### src/design/mem_bus_pkg.sv
package mem_bus_pkg;

	// ==================================================
	// data bus between the stages, the host and the RAM
	// ==================================================

	localparam int DATA_W   = 32;	// bus data width
	localparam int BE_W     = DATA_W / 8;	// one enable per byte lane
	localparam int ADDR_LSB = 2;	// byte offset bits below the word address

	// who owns the RAM in a given cycle
	typedef enum logic {
		req_pipe = 1'b0,
		req_host = 1'b1
	} req_id_e;

endpackage

### src/design/rv32i_types_pkg.sv
package rv32i_types_pkg;

	// ==================================================
	// datapath widths
	// ==================================================

	localparam int XLEN     = 32;	// data word width
	localparam int REG_AW   = 5;	// register number width
	localparam int NUM_REGS = 32;
	localparam int PC_STEP  = 4;	// bytes per instruction

	// ==================================================
	// decoded control encodings
	// ==================================================

	// writeback source select
	typedef enum logic [3:0] {
		alu_out  = 4'd0,
		br_en    = 4'd1,
		u_imm    = 4'd2,
		lw       = 4'd3,
		pc_plus4 = 4'd4,
		lb       = 4'd5,
		lbu      = 4'd6,
		lh       = 4'd7,
		lhu      = 4'd8
	} regfilemux_sel_e;

	// access width of a load or store
	typedef enum logic [1:0] {
		width_b = 2'b00,
		width_h = 2'b01,
		width_w = 2'b10
	} width_e;

endpackage

### src/design/mem_stage.sv
`timescale 1ns/100ps

module mem_stage #(
	parameter int RAM_AW = 8
) (
	input  logic                                  clk_i,
	input  logic                                  rst_n_i,
	// instruction from execute
	input  logic                                  instr_valid_i,
	input  logic [rv32i_types_pkg::XLEN-1:0]      alu_i,
	input  logic                                  br_en_i,
	input  logic [rv32i_types_pkg::XLEN-1:0]      pc_i,
	input  logic [rv32i_types_pkg::REG_AW-1:0]    rd_i,
	input  logic [rv32i_types_pkg::REG_AW-1:0]    rs2_i,
	input  logic                                  load_regfile_i,
	input  logic                                  mem_read_i,
	input  logic                                  mem_write_i,
	input  rv32i_types_pkg::width_e               width_i,
	input  rv32i_types_pkg::regfilemux_sel_e      regfilemux_sel_i,
	input  logic [rv32i_types_pkg::XLEN-1:0]      u_imm_i,
	output logic                                  stall_o,
	// store data read
	output logic [rv32i_types_pkg::REG_AW-1:0]    rs2_addr_o,
	input  logic [rv32i_types_pkg::XLEN-1:0]      rs2_data_i,
	// RAM request
	output logic                                  req_o,
	output logic                                  we_o,
	output logic [RAM_AW-1:0]                     addr_o,
	output logic [mem_bus_pkg::BE_W-1:0]          be_o,
	output logic [mem_bus_pkg::DATA_W-1:0]        wdata_o,
	input  logic                                  gnt_i,
	input  logic [mem_bus_pkg::DATA_W-1:0]        rdata_i,
	// to writeback
	output logic                                  wb_valid_o,
	output logic [rv32i_types_pkg::XLEN-1:0]      wb_alu_o,
	output logic                                  wb_br_en_o,
	output logic [rv32i_types_pkg::XLEN-1:0]      wb_pc_o,
	output logic [rv32i_types_pkg::REG_AW-1:0]    wb_rd_o,
	output logic                                  wb_load_regfile_o,
	output rv32i_types_pkg::regfilemux_sel_e      wb_sel_o,
	output logic [rv32i_types_pkg::XLEN-1:0]      wb_u_imm_o,
	output logic [mem_bus_pkg::DATA_W-1:0]        wb_data_o,
	output logic [mem_bus_pkg::BE_W-1:0]          wb_be_o
);

	logic busy_q, rd_mem_q, wr_mem_q, accept, mem_op;
	rv32i_types_pkg::width_e width_q;
	logic [mem_bus_pkg::ADDR_LSB-1:0] byte_off;

	assign accept = instr_valid_i && !busy_q;	// strobes during a stall are dropped
	assign mem_op = rd_mem_q || wr_mem_q;

	always_ff @(posedge clk_i) begin
		if (!rst_n_i) busy_q <= 1'b0;
		else if (accept) busy_q <= 1'b1;
		else if (wb_valid_o) busy_q <= 1'b0;
	end

	always_ff @(posedge clk_i) begin
		if (accept) begin
			wb_alu_o          <= alu_i;
			wb_br_en_o        <= br_en_i;
			wb_pc_o           <= pc_i;
			wb_rd_o           <= rd_i;
			rs2_addr_o        <= rs2_i;
			wb_load_regfile_o <= load_regfile_i;
			rd_mem_q          <= mem_read_i;
			wr_mem_q          <= mem_write_i;
			width_q           <= width_i;
			wb_sel_o          <= regfilemux_sel_i;
			wb_u_imm_o        <= u_imm_i;
		end
	end

	// ==================================================
	// byte enables and store lanes
	// ==================================================

	assign byte_off = wb_alu_o[mem_bus_pkg::ADDR_LSB-1:0];

	always_comb begin
		case (width_q)
			rv32i_types_pkg::width_b: begin
				be_o    = 4'b0001 << byte_off;
				wdata_o = {4{rs2_data_i[7:0]}};
			end
			rv32i_types_pkg::width_h: begin
				be_o    = byte_off[1] ? 4'b1100 : 4'b0011;
				wdata_o = {2{rs2_data_i[15:0]}};
			end
			default: begin
				be_o    = 4'b1111;
				wdata_o = rs2_data_i;
			end
		endcase
	end

	assign req_o   = busy_q && mem_op;	// held through the grant cycle
	assign we_o    = wr_mem_q;
	assign addr_o  = wb_alu_o[RAM_AW+mem_bus_pkg::ADDR_LSB-1:mem_bus_pkg::ADDR_LSB];
	assign stall_o = busy_q;

	// memory ops finish on the grant, the rest right away
	assign wb_valid_o = busy_q && (mem_op ? gnt_i : 1'b1);
	assign wb_data_o  = rdata_i;
	assign wb_be_o    = be_o;

endmodule

### config.mk
export PLATFORM = sky130hd
export DESIGN_NAME = mem_stage
export DESIGN_NICKNAME = d
export VERILOG_FILES = /design/src/design/mem_bus_pkg.sv /design/src/design/rv32i_types_pkg.sv /design/src/design/mem_stage.sv
export SDC_FILE = /design/constraint.sdc
export NUM_CORES = 1
export LEC_CHECK = 0
export BUFFER_PORTS_ARGS = -buffer_cell sky130_fd_sc_hd__clkbuf_2
export CORE_AREA = 2 2 145 147
export CTS_BUF_LIST = sky130_fd_sc_hd__clkbuf_2
export CTS_CLUSTER_DIAMETER = 120
export CTS_CLUSTER_SIZE = 28
export DETAILED_ROUTE_END_ITERATION = 8
export DIE_AREA = 0 0 147 149
export GPL_TIMING_DRIVEN = 1
export HOLD_SLACK_MARGIN = 0.02
export PLACE_DENSITY = 0.61
export SYNTH_ARGS = -nofsm -noshare
export SYNTH_HDL_FRONTEND = slang
export SYNTH_SLANG_ARGS = --single-unit
export TNS_END_PERCENT = 50
### constraint.sdc
create_clock -name clk_i -period 6.5 [get_ports clk_i]
set_input_delay 0.325 -clock clk_i [delete_from_list [all_inputs] [get_ports clk_i]]
set_output_delay 0.325 -clock clk_i [all_outputs]
set_load 0.1 [all_outputs]
Word level (Yosys, flattened, before mapping)
Index checks and enable logic that the tools add are counted.
{"block": "word_totals", "output_inout_bits": 196, "in_bits": 184, "reg_bits": 117}
{"block": "classes", "eq_ne": 1, "shifts": 1, "n_mux": 6, "reduce_logical": 7}
{"operator": "$pmux W32 S2", "n": 1}
{"operator": "$pmux W4 S2", "n": 1}
{"operator": "$mux W4", "n": 1}
{"operator": "$shl A1 B2 Y4 const A", "n": 1}
{"operator": "$logic_and A1 B1 Y1", "n": 3}
{"operator": "$mux W1", "n": 3}
{"operator": "$eq A2 B1 Y1 const B", "n": 1}
{"operator": "$logic_not A2 Y1", "n": 1}
{"operator": "$reduce_bool A2 Y1", "n": 1}
{"operator": "$logic_not A1 Y1", "n": 1}
{"operator": "$logic_or A1 B1 Y1", "n": 1}

Logic depth before layout (Yosys ltp)
Gate-level depths: netlist of run 1.
{"block": "logic_depth", "word_depth": 5, "depth_mapped": 4, "depth_no_buf": 3}

Worst setup path after synthesis of run 1
Ideal clock, no wire load.
{"block": "synth_timing", "path_type": "reg-to-reg", "from": "reg busy_q, in the netlist stall_o", "to": "reg rd_mem_q (enable)", "path_stages_with_launch": 2, "arrival_ns": 5.928, "setup_slack_ns": -0.033, "t_required_ns": 5.895, "path_cell_list": "dfxtp_1 -> nor2b_1"}
{"block": "synth_via", "elab_chain_len": 2}
{"item": "start, declared", "line": "mem_stage.sv:46", "rtl": "logic busy_q, rd_mem_q, wr_mem_q, accept, mem_op;"}
{"item": "start signal, assigned", "line": "mem_stage.sv:54", "rtl": "if (!rst_n_i) busy_q <= 1'b0;"}
{"item": "start signal, assigned", "line": "mem_stage.sv:55", "rtl": "else if (accept) busy_q <= 1'b1;"}
{"item": "start signal, assigned", "line": "mem_stage.sv:56", "rtl": "else if (wb_valid_o) busy_q <= 1'b0;"}
{"item": "$logic_not A1 Y1", "line": "mem_stage.sv:50", "rtl": "assign accept = instr_valid_i && !busy_q;"}
{"item": "$logic_and A1 B1 Y1", "line": "mem_stage.sv:50"}
{"item": "named net accept", "line": "mem_stage.sv:46"}
{"item": "end signal, assigned", "line": "mem_stage.sv:67", "rtl": "rd_mem_q <= mem_read_i;"}
{"item": "end, declared", "line": "mem_stage.sv:46"}
The timed path passes the listed nets, and every way through them passes these cells.
A chain may end at the register's enable or synchronous reset.

Final worst setup path of run 1
{"block": "layout_timing", "from": "reg busy_q, in the netlist stall_o", "to": "reg busy_q, in the netlist stall_o"}
{"block": "layout_via", "elab_chain_len": 3, "elab_cells_between_ends": 5, "cone_classes": "mux (1); reduce/logical (4)"}
{"item": "$logic_not A1 Y1 *", "line": "mem_stage.sv:50"}
{"item": "$logic_and A1 B1 Y1 *", "line": "mem_stage.sv:50"}
{"item": "named net accept", "line": "mem_stage.sv:46"}
{"item": "$mux W1 or $reduce_bool A2 Y1 (tied branches)"}
The timed path passes the listed nets; every way through them passes the cells marked *.

==> results of run 1 <==
[routing by layer]
| metal | wire length, um | global-route usage [%] | part of all wire, % | up-vias |
|---|---|---|---|---|
| met1 | 5399 | 13.67 | 39 | 1600 |
| met4 | 389 | 5.288 | 2.8 | 0 |
| met5 | 0 | 0 | 0 | - |
| met3 | 1383 | 5.688 | 9.9 | 41 |
| met2 | 6784 | 20.09 | 49 | 189 |
| li1 | - | - | - | 1595 |
[worst max-delay path, stage by stage, from the launching register on]
cell and delay [ns]:
dfxtp_1 0.41, nor2b_4 0.94, buf_4 0.90, o21a_1 0.23, dlygate4sd3_1 0.54
[registers in the layout (all words and copies together) (netlist names)]
| name | flops |
|---|---|
| rd_mem_q | 1 |
| rs2_addr_o | 5 |
| stall_o | 1 |
| wb_alu_o | 32 |
| wb_br_en_o | 1 |
| wb_load_regfile_o | 1 |
| wb_pc_o | 32 |
| wb_rd_o | 5 |
| wb_sel_o | 4 |
| wb_u_imm_o | 32 |
| we_o | 1 |
| width_q | 2 |
[placed cells by master (no fill, tap or decap)]
master and n:
clkbuf_2 332, dlygate4sd3_1 118, edfxtp_1 116, mux2_2 15
mux2i_1 8, nand2_1 8, o21ai_2 8, inv_6 6
o21bai_1 4, clkinv_4 4, inv_8 3, nor2b_1 2
nor2_1 2, o21a_1 2, nor2b_4 1, nor2_4 1
inv_1 1, mux2_1 1, nor3b_1 1, clkinvlp_4 1
clkinv_2 1, buf_4 1, dfxtp_1 1
[how the worst max path moves through the flow]
stage / end / startpoint / slack, ns / cells past startpoint
6_report: stall_o$_SDFFE_PN0P_ / stall_o$_SDFFE_PN0P_ / 3.37 / 4
2_1_floorplan: rd_mem_q$_DFFE_PP_ / stall_o$_SDFFE_PN0P_ / 2.20 / 1
5_1_grt: wdata_o[11] / width_q[1]$_DFFE_PP_ / 3.14 / 3
3_3_place_gp: wb_alu_o[18]$_DFFE_PP_ / instr_valid_i / 3.80 / 3
3_5_place_dp: wb_alu_o[18]$_DFFE_PP_ / instr_valid_i / 3.71 / 3
4_1_cts: wdata_o[11] / width_q[1]$_DFFE_PP_ / 3.32 / 3
[kinds of logic after synthesis]
kind of cell	after synthesis	share of synthesized area [%]
flops	117	79.68
buf+inv	57	10.07
mux	24	5.919
simple gates	15	1.708
compound gates	14	2.618
[stage by stage]
step / hold slack (ns) / total power (uW) / area [um2]
after floorplan: 0.4239 / 1543 / 4399
after global placement: 0.5018 / 1555 / 5893
after detailed placement: 0.5036 / 1559 / 5893
after CTS: 0.1641 / 2081 / 7293
after global routing: 0.1498 / 2139 / 7293
final: 0.2650 / 2052 / 7293
[area by class of cell]
cell class,instances,area (um2)
Clock buffer,17,85.08
Clock inverter,15,133.9
Fill cell,1988,13260
Inverter,1,3.754
Multi-Input combinational cell,53,457.9
Sequential cell,117,3503
Tap cell,275,344.1
Timing Repair Buffer,434,2765
[repair_timing]
| action | 4_1_cts | 5_1_grt |
|---|---|---|
| endpoints found under the hold margin | 117 | 0 |
| hold buffers | 118 | 0 |
| gates resized for setup | 0 | 0 |
[power by group through the flow]
stage	Sequential [uW]	Clock, uW	Combinational, uW
final	905	453	694
after global routing	911	515	713
after CTS	906	481	694
after detailed placement	923	0	636
after global placement	921	0	635
after floorplan	1230	0	316
==> flow_summary.toml, run 1 <==
[worst_setup_path]
path_class = "reg2reg"
r2r_start = "stall_o$_SDFFE_PN0P_"
crit_fanout = 74
cp.required_ns = 7.10
reg2reg_to = "stall_o$_SDFFE_PN0P_"
cp-end-kind = "flip-flop"
start_kind = "flip-flop"
crit_arrival_ns = 3.73
rrSetupSlack_ns = 3.37
reg2reg_depth = 4

[global_routing]
overflow = 0
grt_pass1_vias = 3672
grt_first_pass_wirelength_um = 19780
grt_max_degree = 75
grt_usage_pct = 12.21
antenna_found_initial = 0

[sta]
setup_viol = 0
tightestPinTransition_ns = 1.207
drv_slew = 0
hold_viol_final = 0
slew_headroom_pct = 19.39
period_share_pct = 48.16
clock_skew_ns = 0.02575
setup_tns_ns = 0
max_freq_mhz = 319.5
rsz0062_at_grt = "no"
setup_ws_ns = 3.370
min_period_ns = 3.130

[synth]
synth_cells = 227
syn-num-nets = 411
netlist.area_leader.share_pct = 79.23
synth_seq_area_share_pct = 79.68
ys_ff_latch = 117
yosysMostFrequentCell = "edfxtp_1"
async_flop_share_pct = 0
synth_common_cells = "edfxtp_1, buf_4, mux2_2"
syn_area_mm2 = 0.004397
avgSynthCellArea_um2 = 19.37
synth_edf_count = 116
synth_area_leaders = "edfxtp_1, buf_4, mux2_2, mux2i_1, o21ai_2"
yosys_warnings = 0
synth.largest_area_cell = "edfxtp_1"
yosys.cell_types.count = 17
synth_flop_cell = "edfxtp_1"

[pwr]
power_density_mw_per_mm2 = 281.4
swShare_pct = 44.71
peakVddDrop_mv = 0.1777
clockPowerShare_pct = 22.1
intPower_uw = 1135
sequentialPowerShare_pct = 44.1
p_switching_uw = 917.6
comb_power_share_pct = 33.8
leakagePower_uw = 0.003260

[final_layout]
drive_above_1_share_pct = 58.56
final_util_pct = 35.48
nNetsFinal = 808
layout-area-overhead-vs-synth_pct = 65.88
fin_cells = 912
antenna_cells = 0

[placed_design]
port_buffers = 315
gp_congestion = 0.7411
placed_cells = 762
preCtsSetupSlack_ns = 3.713
dp_hpwl_um = 9752

[routing]
firstDrtPassIters = 4
vias = 3425
drt-initial-drc-count = 193
drc = 0
wl_per_cell_um = 15.30
ant_nets = 0
viasPerCell = 3.755
drt_wl_total_um = 13960

[clock_tree]
cts_buffer_depth = 2
htreeDepth = 4
clk_latency_ns = 0.63
cts_root_buf = "clkbuf_2"
cts_tree = "yes"
clock-sinks = 117
cts_setup_buffers = 0
clk_pin_slew_ns = 0.24
numCtsBuffers = 17

[job]
maxCapViolCount = 0

[hold_path]
whs_endpoint = "wb_alu_o[22]$_DFFE_PP_"
hold_depth = 2
min_path_type = "in2reg"
min_from = "instr_valid_i"

[floorplanning]
die_h_um = 149
die_x_um = 147
ios = 380
fp-row-count = 53
initial_core_util_pct = 21.39
design.core.area_mm2 = 0.02056
dieArea_mm2 = 0.02190

[status]
run_status = "finished, final reports clean"
Note: power is estimated with default switching activity, not from simulation.
==> run 2: changes to the inputs <==
Settings changed: ABC_AREA set to 1, CORE_AREA 2 2 145 147 to 2 2 146 148, DIE_AREA 0 0 147 149 to 0 0 148 150, PLACE_DENSITY 0.61 to 0.58.
Clock period 6.5 ns to 3 ns, I/O delays scaled along.
==> run 2 against run 1 <==
Net effect: die area grew 1.4%; global-route usage grew 1.8 points; register-to-register slack lost 2.3 ns; critical path depth grew 1; critical endpoint is now wdata_o[24]; largest power group unchanged; highest routed layer unchanged.
==> flow_summary.toml, run 2 <==
[synth]
avgSynthCellArea_um2 = 16.38
synth_cells = 266
synth_common_cells = "edfxtp_1, nand2_1, buf_4"
netlist.area_leader.share_pct = 79.93
synth_compound_area_share_pct = 2.067
synthXorXnorAreaFrac_pct = 0
syn_area_mm2 = 0.004358
yosys.cell_types.count = 17
yosysMostFrequentCell = "edfxtp_1"
syn-num-nets = 450
yosys_warnings = 0
synth.largest_area_cell = "edfxtp_1"
synthMuxAreaShare_pct = 0
synth_edf_count = 116
synth_area_leaders = "edfxtp_1, buf_4, nand2_1, buf_6, nand3_1"
ys_ff_latch = 117
synthSimpleGateAreaFrac_pct = 6.776
synth_top_family_by_area = "buffers and inverters"
async_flop_share_pct = 0
synth_seq_area_share_pct = 80.39
synth_flop_cell = "edfxtp_1"
synthAdderAreaFrac_pct = 0

[final_layout]
layout_commonest_cell = "clkbuf_2"
layout-area-overhead-vs-synth_pct = 67.50
nNetsFinal = 849
largestRegisters = "wb_alu_o (32), wb_pc_o (32), wb_u_imm_o (32)"
ff_latch_area_mm2 = 0.003503
antenna_cells = 0
fin_area_mm2 = 0.007300
multi_input_area_um2 = 392.9
fillCellCount = 2044
final_cell_mix = "clkbuf_2, dlygate4sd3_1, edfxtp_1"
drive_above_1_share_pct = 52.95

[routing]
drc = 0
wl_per_cell_um = 16.91
ant_nets = 0
viasPerCell = 3.841
drt-initial-drc-count = 91
firstDrtPassIters = 4
vias = 3660
drt_wl_total_um = 16120

[pwr]
comb_power_share_pct = 33.9
sequentialPowerShare_pct = 43.0
clockPowerShare_pct = 23.1
p_switching_uw = 2027
swShare_pct = 44.50
leakagePower_uw = 0.003317
power_density_mw_per_mm2 = 624.2
peakVddDrop_mv = 0.3247
intPower_uw = 2529

[hold_path]
hold_depth = 4
whs_endpoint = "rs2_addr_o[1]$_DFFE_PP_"
min_path_type = "in2reg"
min_from = "instr_valid_i"

[floorplanning]
die_x_um = 148
ios = 380
die_h_um = 150
initial_core_util_pct = 21.06
dieArea_mm2 = 0.02220
design.core.area_mm2 = 0.02069
fp-row-count = 53

[clock_tree]
numCtsBuffers = 17
cts_tree = "yes"
cts_buffer_depth = 2
cts_root_buf = "clkbuf_2"
clk_pin_slew_ns = 0.24
cts-resized-gates = 0
cts_setup_buffers = 0
htreeDepth = 4
clk_latency_ns = 0.65
clock-sinks = 117

[placed_design]
gp_congestion = 0.8071
preCtsSetupSlack_ns = 0.9868
dp_hpwl_um = 11900
port_buffers = 315
placed_area_mm2 = 0.005874

[global_routing]
overflow = 0
grt_pass1_vias = 3961
grt_max_degree = 92
grt_usage_pct = 14.00
grt_first_pass_wirelength_um = 22830
antenna_found_initial = 0

[worst_setup_path]
crit_fanout = 16
path_class = "reg2out"
cp_cell_sequence = "buf_4 > nor2_4 > nand2_1 > nand3_1 > clkbuf_2"
start_kind = "flip-flop"
crit_arrival_ns = 2.56
cp.required_ns = 2.85
r2r_start = "stall_o$_SDFFE_PN0P_"
rrSetupSlack_ns = 1.06
reg2reg_depth = 4
slowest_delay_ns = 0.66
cp-end-kind = "primary output"
reg2reg_to = "stall_o$_SDFFE_PN0P_"
critical-path-slowest-cell = "edfxtp_1"

[sta]
period_share_pct = 90.24
min_period_ns = 2.707
hold_viol_final = 0
setup_ws_ns = 0.2928
max_freq_mhz = 369.4
slew_headroom_pct = 60.32
clock_skew_ns = 0.04953
drv_slew = 0
rsz0062_at_grt = "no"
tightestPinTransition_ns = 0.5952
setup_viol = 0

[job]
maxCapViolCount = 0

[status]
run_status = "finished, final reports clean"
run 2: cell count changes in the layout (fill, tap and decap cells not counted), moves of 3 or more:
cell / delta
nand2_1: +48
mux2_2: -15
mux2i_1: -8
nand3_1: +8
o21ai_0: +6
o21ai_1: +6
o21ai_2: -6
o21bai_1: -4
clkinvlp_4: +3
inv_1: +3
run 2: worst max-delay path by stage:
| stage | startpoint | endpoint | slack, ns |
|---|---|---|---|
| after floorplan | wb_alu_o[1]$_DFFE_PP_ | wb_be_o[2] | -0.20 |
| after global placement | width_q[1]$_DFFE_PP_ | wdata_o[28] | 1.03 |
| after detailed placement | width_q[1]$_DFFE_PP_ | wdata_o[24] | 0.99 |
| after CTS | width_q[1]$_DFFE_PP_ | wdata_o[24] | 0.15 |
| after global routing | width_q[1]$_DFFE_PP_ | wdata_o[29] | 0.04 |
| final | width_q[1]$_DFFE_PP_ | wdata_o[24] | 0.29 |
run 2: area by class of cell:
type / count / share of cell area [%]
clock buffers: 18 / 1.234
clock inverters: 14 / 1.971
inverters: 6 / 0.3085
multi-input cells: 86 / 5.382
flip-flops and latches: 117 / 47.99
well taps: 275 / 4.714
repair buffers: 437 / 38.40
run 2: layer usage:
metal	up-vias	track usage, %	share of wire, %
met3	61	4.787	8.4
met2	210	25.72	54
li1	1688	-	-
met5	-	0	0
met4	0	7.286	4.1
met1	1701	13.96	33
run 2: worst max-delay path, delay by kind of cell, from the launching register on:
family | cells | cell delay (ns)
buf+inv | 2 | 0.75
flops | 1 | 0.66
simple gates | 3 | 0.49
run 2: power by group through the flow:
stage	logic (uW)	registers, uW	clock network (uW)
after floorplan	691	2670	0
after global placement	1420	1990	0
after detailed placement	1420	2000	0
after CTS	1550	1960	1090
after global routing	1590	1970	1160
final	1540	1960	1050
run 2: repair_timing:
item                                    4_1_cts  5_1_grt
hold buffers                                119        0
endpoints found under the hold margin       117        0
endpoints found under the setup margin        0        0
run 2: cells by family after synthesis:
logic type / count (synthesis)
AOI/OAI and AO/OA: 16
and+or+nand+nor: 70
buffers and inverters: 63
DFF: 117
run 2: per-stage QoR:
step                hold slack [ns]  instances  power, uW  setup TNS, ns  utilization [%]
floorplan                    0.2489        266       3361        -0.3901                -
global placement             0.3012        802       3416              0            28.39
CTS                         0.07793        953       4606              0            35.28
global route                0.06816        953       4722              0            35.28
finish                       0.1650        953       4556              0            35.28
detailed placement           0.3012        802       3420              0            28.39
==> run 3: changes to the inputs <==
Settings changed: CORE_AREA 2 2 146 148 to 2 2 149 151, DIE_AREA 0 0 148 150 to 0 0 151 153, PLACE_DENSITY 0.58 to 0.56.
Clock period 3 ns to 3.5 ns, I/O delays scaled along.
==> run 3 against run 2 <==
Net effect: via count is 0.93% lower; sequential share of layout area is 0.16 points lower; critical path depth is 2 lower; sequential power is 14% lower; clock power is 9.5% lower; combinational power is 14% lower; count of clock-buffer cells in the layout is 1 lower; critical path type unchanged; critical endpoint is now be_o[2]; largest cell class unchanged; highest routed layer unchanged.
==> flow_summary.toml, run 3 (synthesis results as in run 2) <==
[status]
run_status = "finished, final reports clean"

[global_routing]
gr-usage-met1_pct = 13.23
grt_first_pass_wirelength_um = 23440
grt_max_degree = 94
use_met3_pct = 5.851
grt_pass1_vias = 4068
grtUsageMet2_pct = 25.04
overflow = 0
grt_usage_pct = 13.91
busiest_layer = "met2"
antenna_found_initial = 0

[clock_tree]
cts_setup_buffers = 0
cts_root_buf = "clkbuf_2"
cts_buffer_depth = 2
cts-resized-gates = 0
hold_buffers = 120
clk_latency_ns = 0.63
cts_tree = "yes"
numCtsBuffers = 17
clk_pin_slew_ns = 0.24
htreeDepth = 4
clock-sinks = 117

[sta]
min_period_ns = 2.873
rsz0062_at_grt = "no"
period_share_pct = 82.10
clock_skew_ns = 0.03179
drv_slew = 0
slew_headroom_pct = 34.42
setup_viol = 0
setup_tns_ns = 0
hold_slack_ns = 0.1971
hold_viol_final = 0
max_freq_mhz = 348.0
tightestPinTransition_ns = 0.9837

[routing]
viasPerCell = 3.785
ant_nets = 0
drc = 0
drt-initial-drc-count = 116
wl_per_cell_um = 16.99
vias = 3626
drt_wl_total_um = 16280
firstDrtPassIters = 4

[placed_design]
port_buffers = 315
placed_cells = 806
dp_hpwl_um = 11960
gp_congestion = 0.7628

[final_layout]
layout-area-overhead-vs-synth_pct = 68.07
multi_input_area_um2 = 392.9
nNetsFinal = 849
largestRegisters = "wb_alu_o (32), wb_pc_o (32), wb_u_imm_o (32)"
fin_cells = 958
final_cell_mix = "clkbuf_2, dlygate4sd3_1, edfxtp_1"
fillCellCount = 2133
ff_latch_area_mm2 = 0.003503
layout_commonest_cell = "clkbuf_2"
drive_above_1_share_pct = 52.65
antenna_cells = 0

[floorplanning]
ios = 380
die_x_um = 151
fp-row-count = 54
design.core.area_mm2 = 0.02149
initial_core_util_pct = 20.28
dieArea_mm2 = 0.02310
die_h_um = 153

[job]
maxCapViolCount = 0

[worst_setup_path]
path_class = "reg2out"
start_kind = "flip-flop"
cp.required_ns = 3.32
r2r_start = "stall_o$_SDFFE_PN0P_"
critical-path-slowest-cell = "edfxtp_1"
path_buf_inv = 2
reg2reg_depth = 4
crit_family = "flip-flops"
cp-end-kind = "primary output"
crit_fanout = 27
path_depth = 3
rrSetupSlack_ns = 1.57
slowest_delay_ns = 1.04
crit_path_end = "be_o[2]"
crit_arrival_ns = 2.70
critPathLaunch = "width_q[1]$_DFFE_PP_"
reg2reg_to = "stall_o$_SDFFE_PN0P_"
cp_cell_sequence = "inv_2 > o21ai_1 > clkbuf_2"

[pwr]
leakagePower_uw = 0.003326
peakVddDrop_mv = 0.2454
power_density_mw_per_mm2 = 539.7

[hold_path]
min_path_type = "in2reg"
min_from = "pc_i[24]"
-- run 3: cell type report --
type / count / share of cell area, %
timing repair buffer: 437 / 38.30
clock buffer: 17 / 1.162
sequential: 117 / 47.83
clock inverter: 15 / 2.255
inverter: 6 / 0.3075
multi-input combinational: 86 / 5.364
tap: 280 / 4.783
-- run 3: per-layer routing --
layer | up-vias | share of wire [%]
li1 | 1694 | -
met1 | 1663 | 33
met2 | 218 | 53
met3 | 51 | 10
met4 | 0 | 4.4
met5 | - | 0
-- run 3: worst reg2reg max path: stages (launching register included) --
cell and delay [ns]:
dfxtp_1 0.50, o21ai_0 0.14, dlygate4sd3_1 0.58, a21oi_1 0.12, dlygate4sd3_1 0.55
-- run 3: worst min-delay path by stage --
stage | end | depth (start not counted)
floorplan | rd_mem_q$_DFFE_PP_ | 0
global placement | wb_data_o[14] | 0
detailed placement | wb_data_o[14] | 0
CTS | wb_pc_o[22]$_DFFE_PP_ | 2
global route | wb_pc_o[25]$_DFFE_PP_ | 2
finish | wb_pc_o[24]$_DFFE_PP_ | 2
-- run 3: power breakdown --
group / switching, uW / leakage (uW) / internal, uW
clock: 606 / 0.000141 / 344
combinational: 1080 / 0.00207 / 242
sequential: 39.2 / 0.00112 / 1650
total: 1720 / 0.00333 / 2230
-- run 3: through the flow --
stage	power [uW]	instance area (um2)	utilization, %	worst slack, ns
final	3953	7325	34.09	0.6266
after global routing	4111	7325	34.09	0.2920
after CTS	4015	7325	34.09	0.4329
after detailed placement	2932	5873	27.34	1.282
after global placement	2927	5873	27.34	1.330
after floorplan	2881	4365	-	0.2800
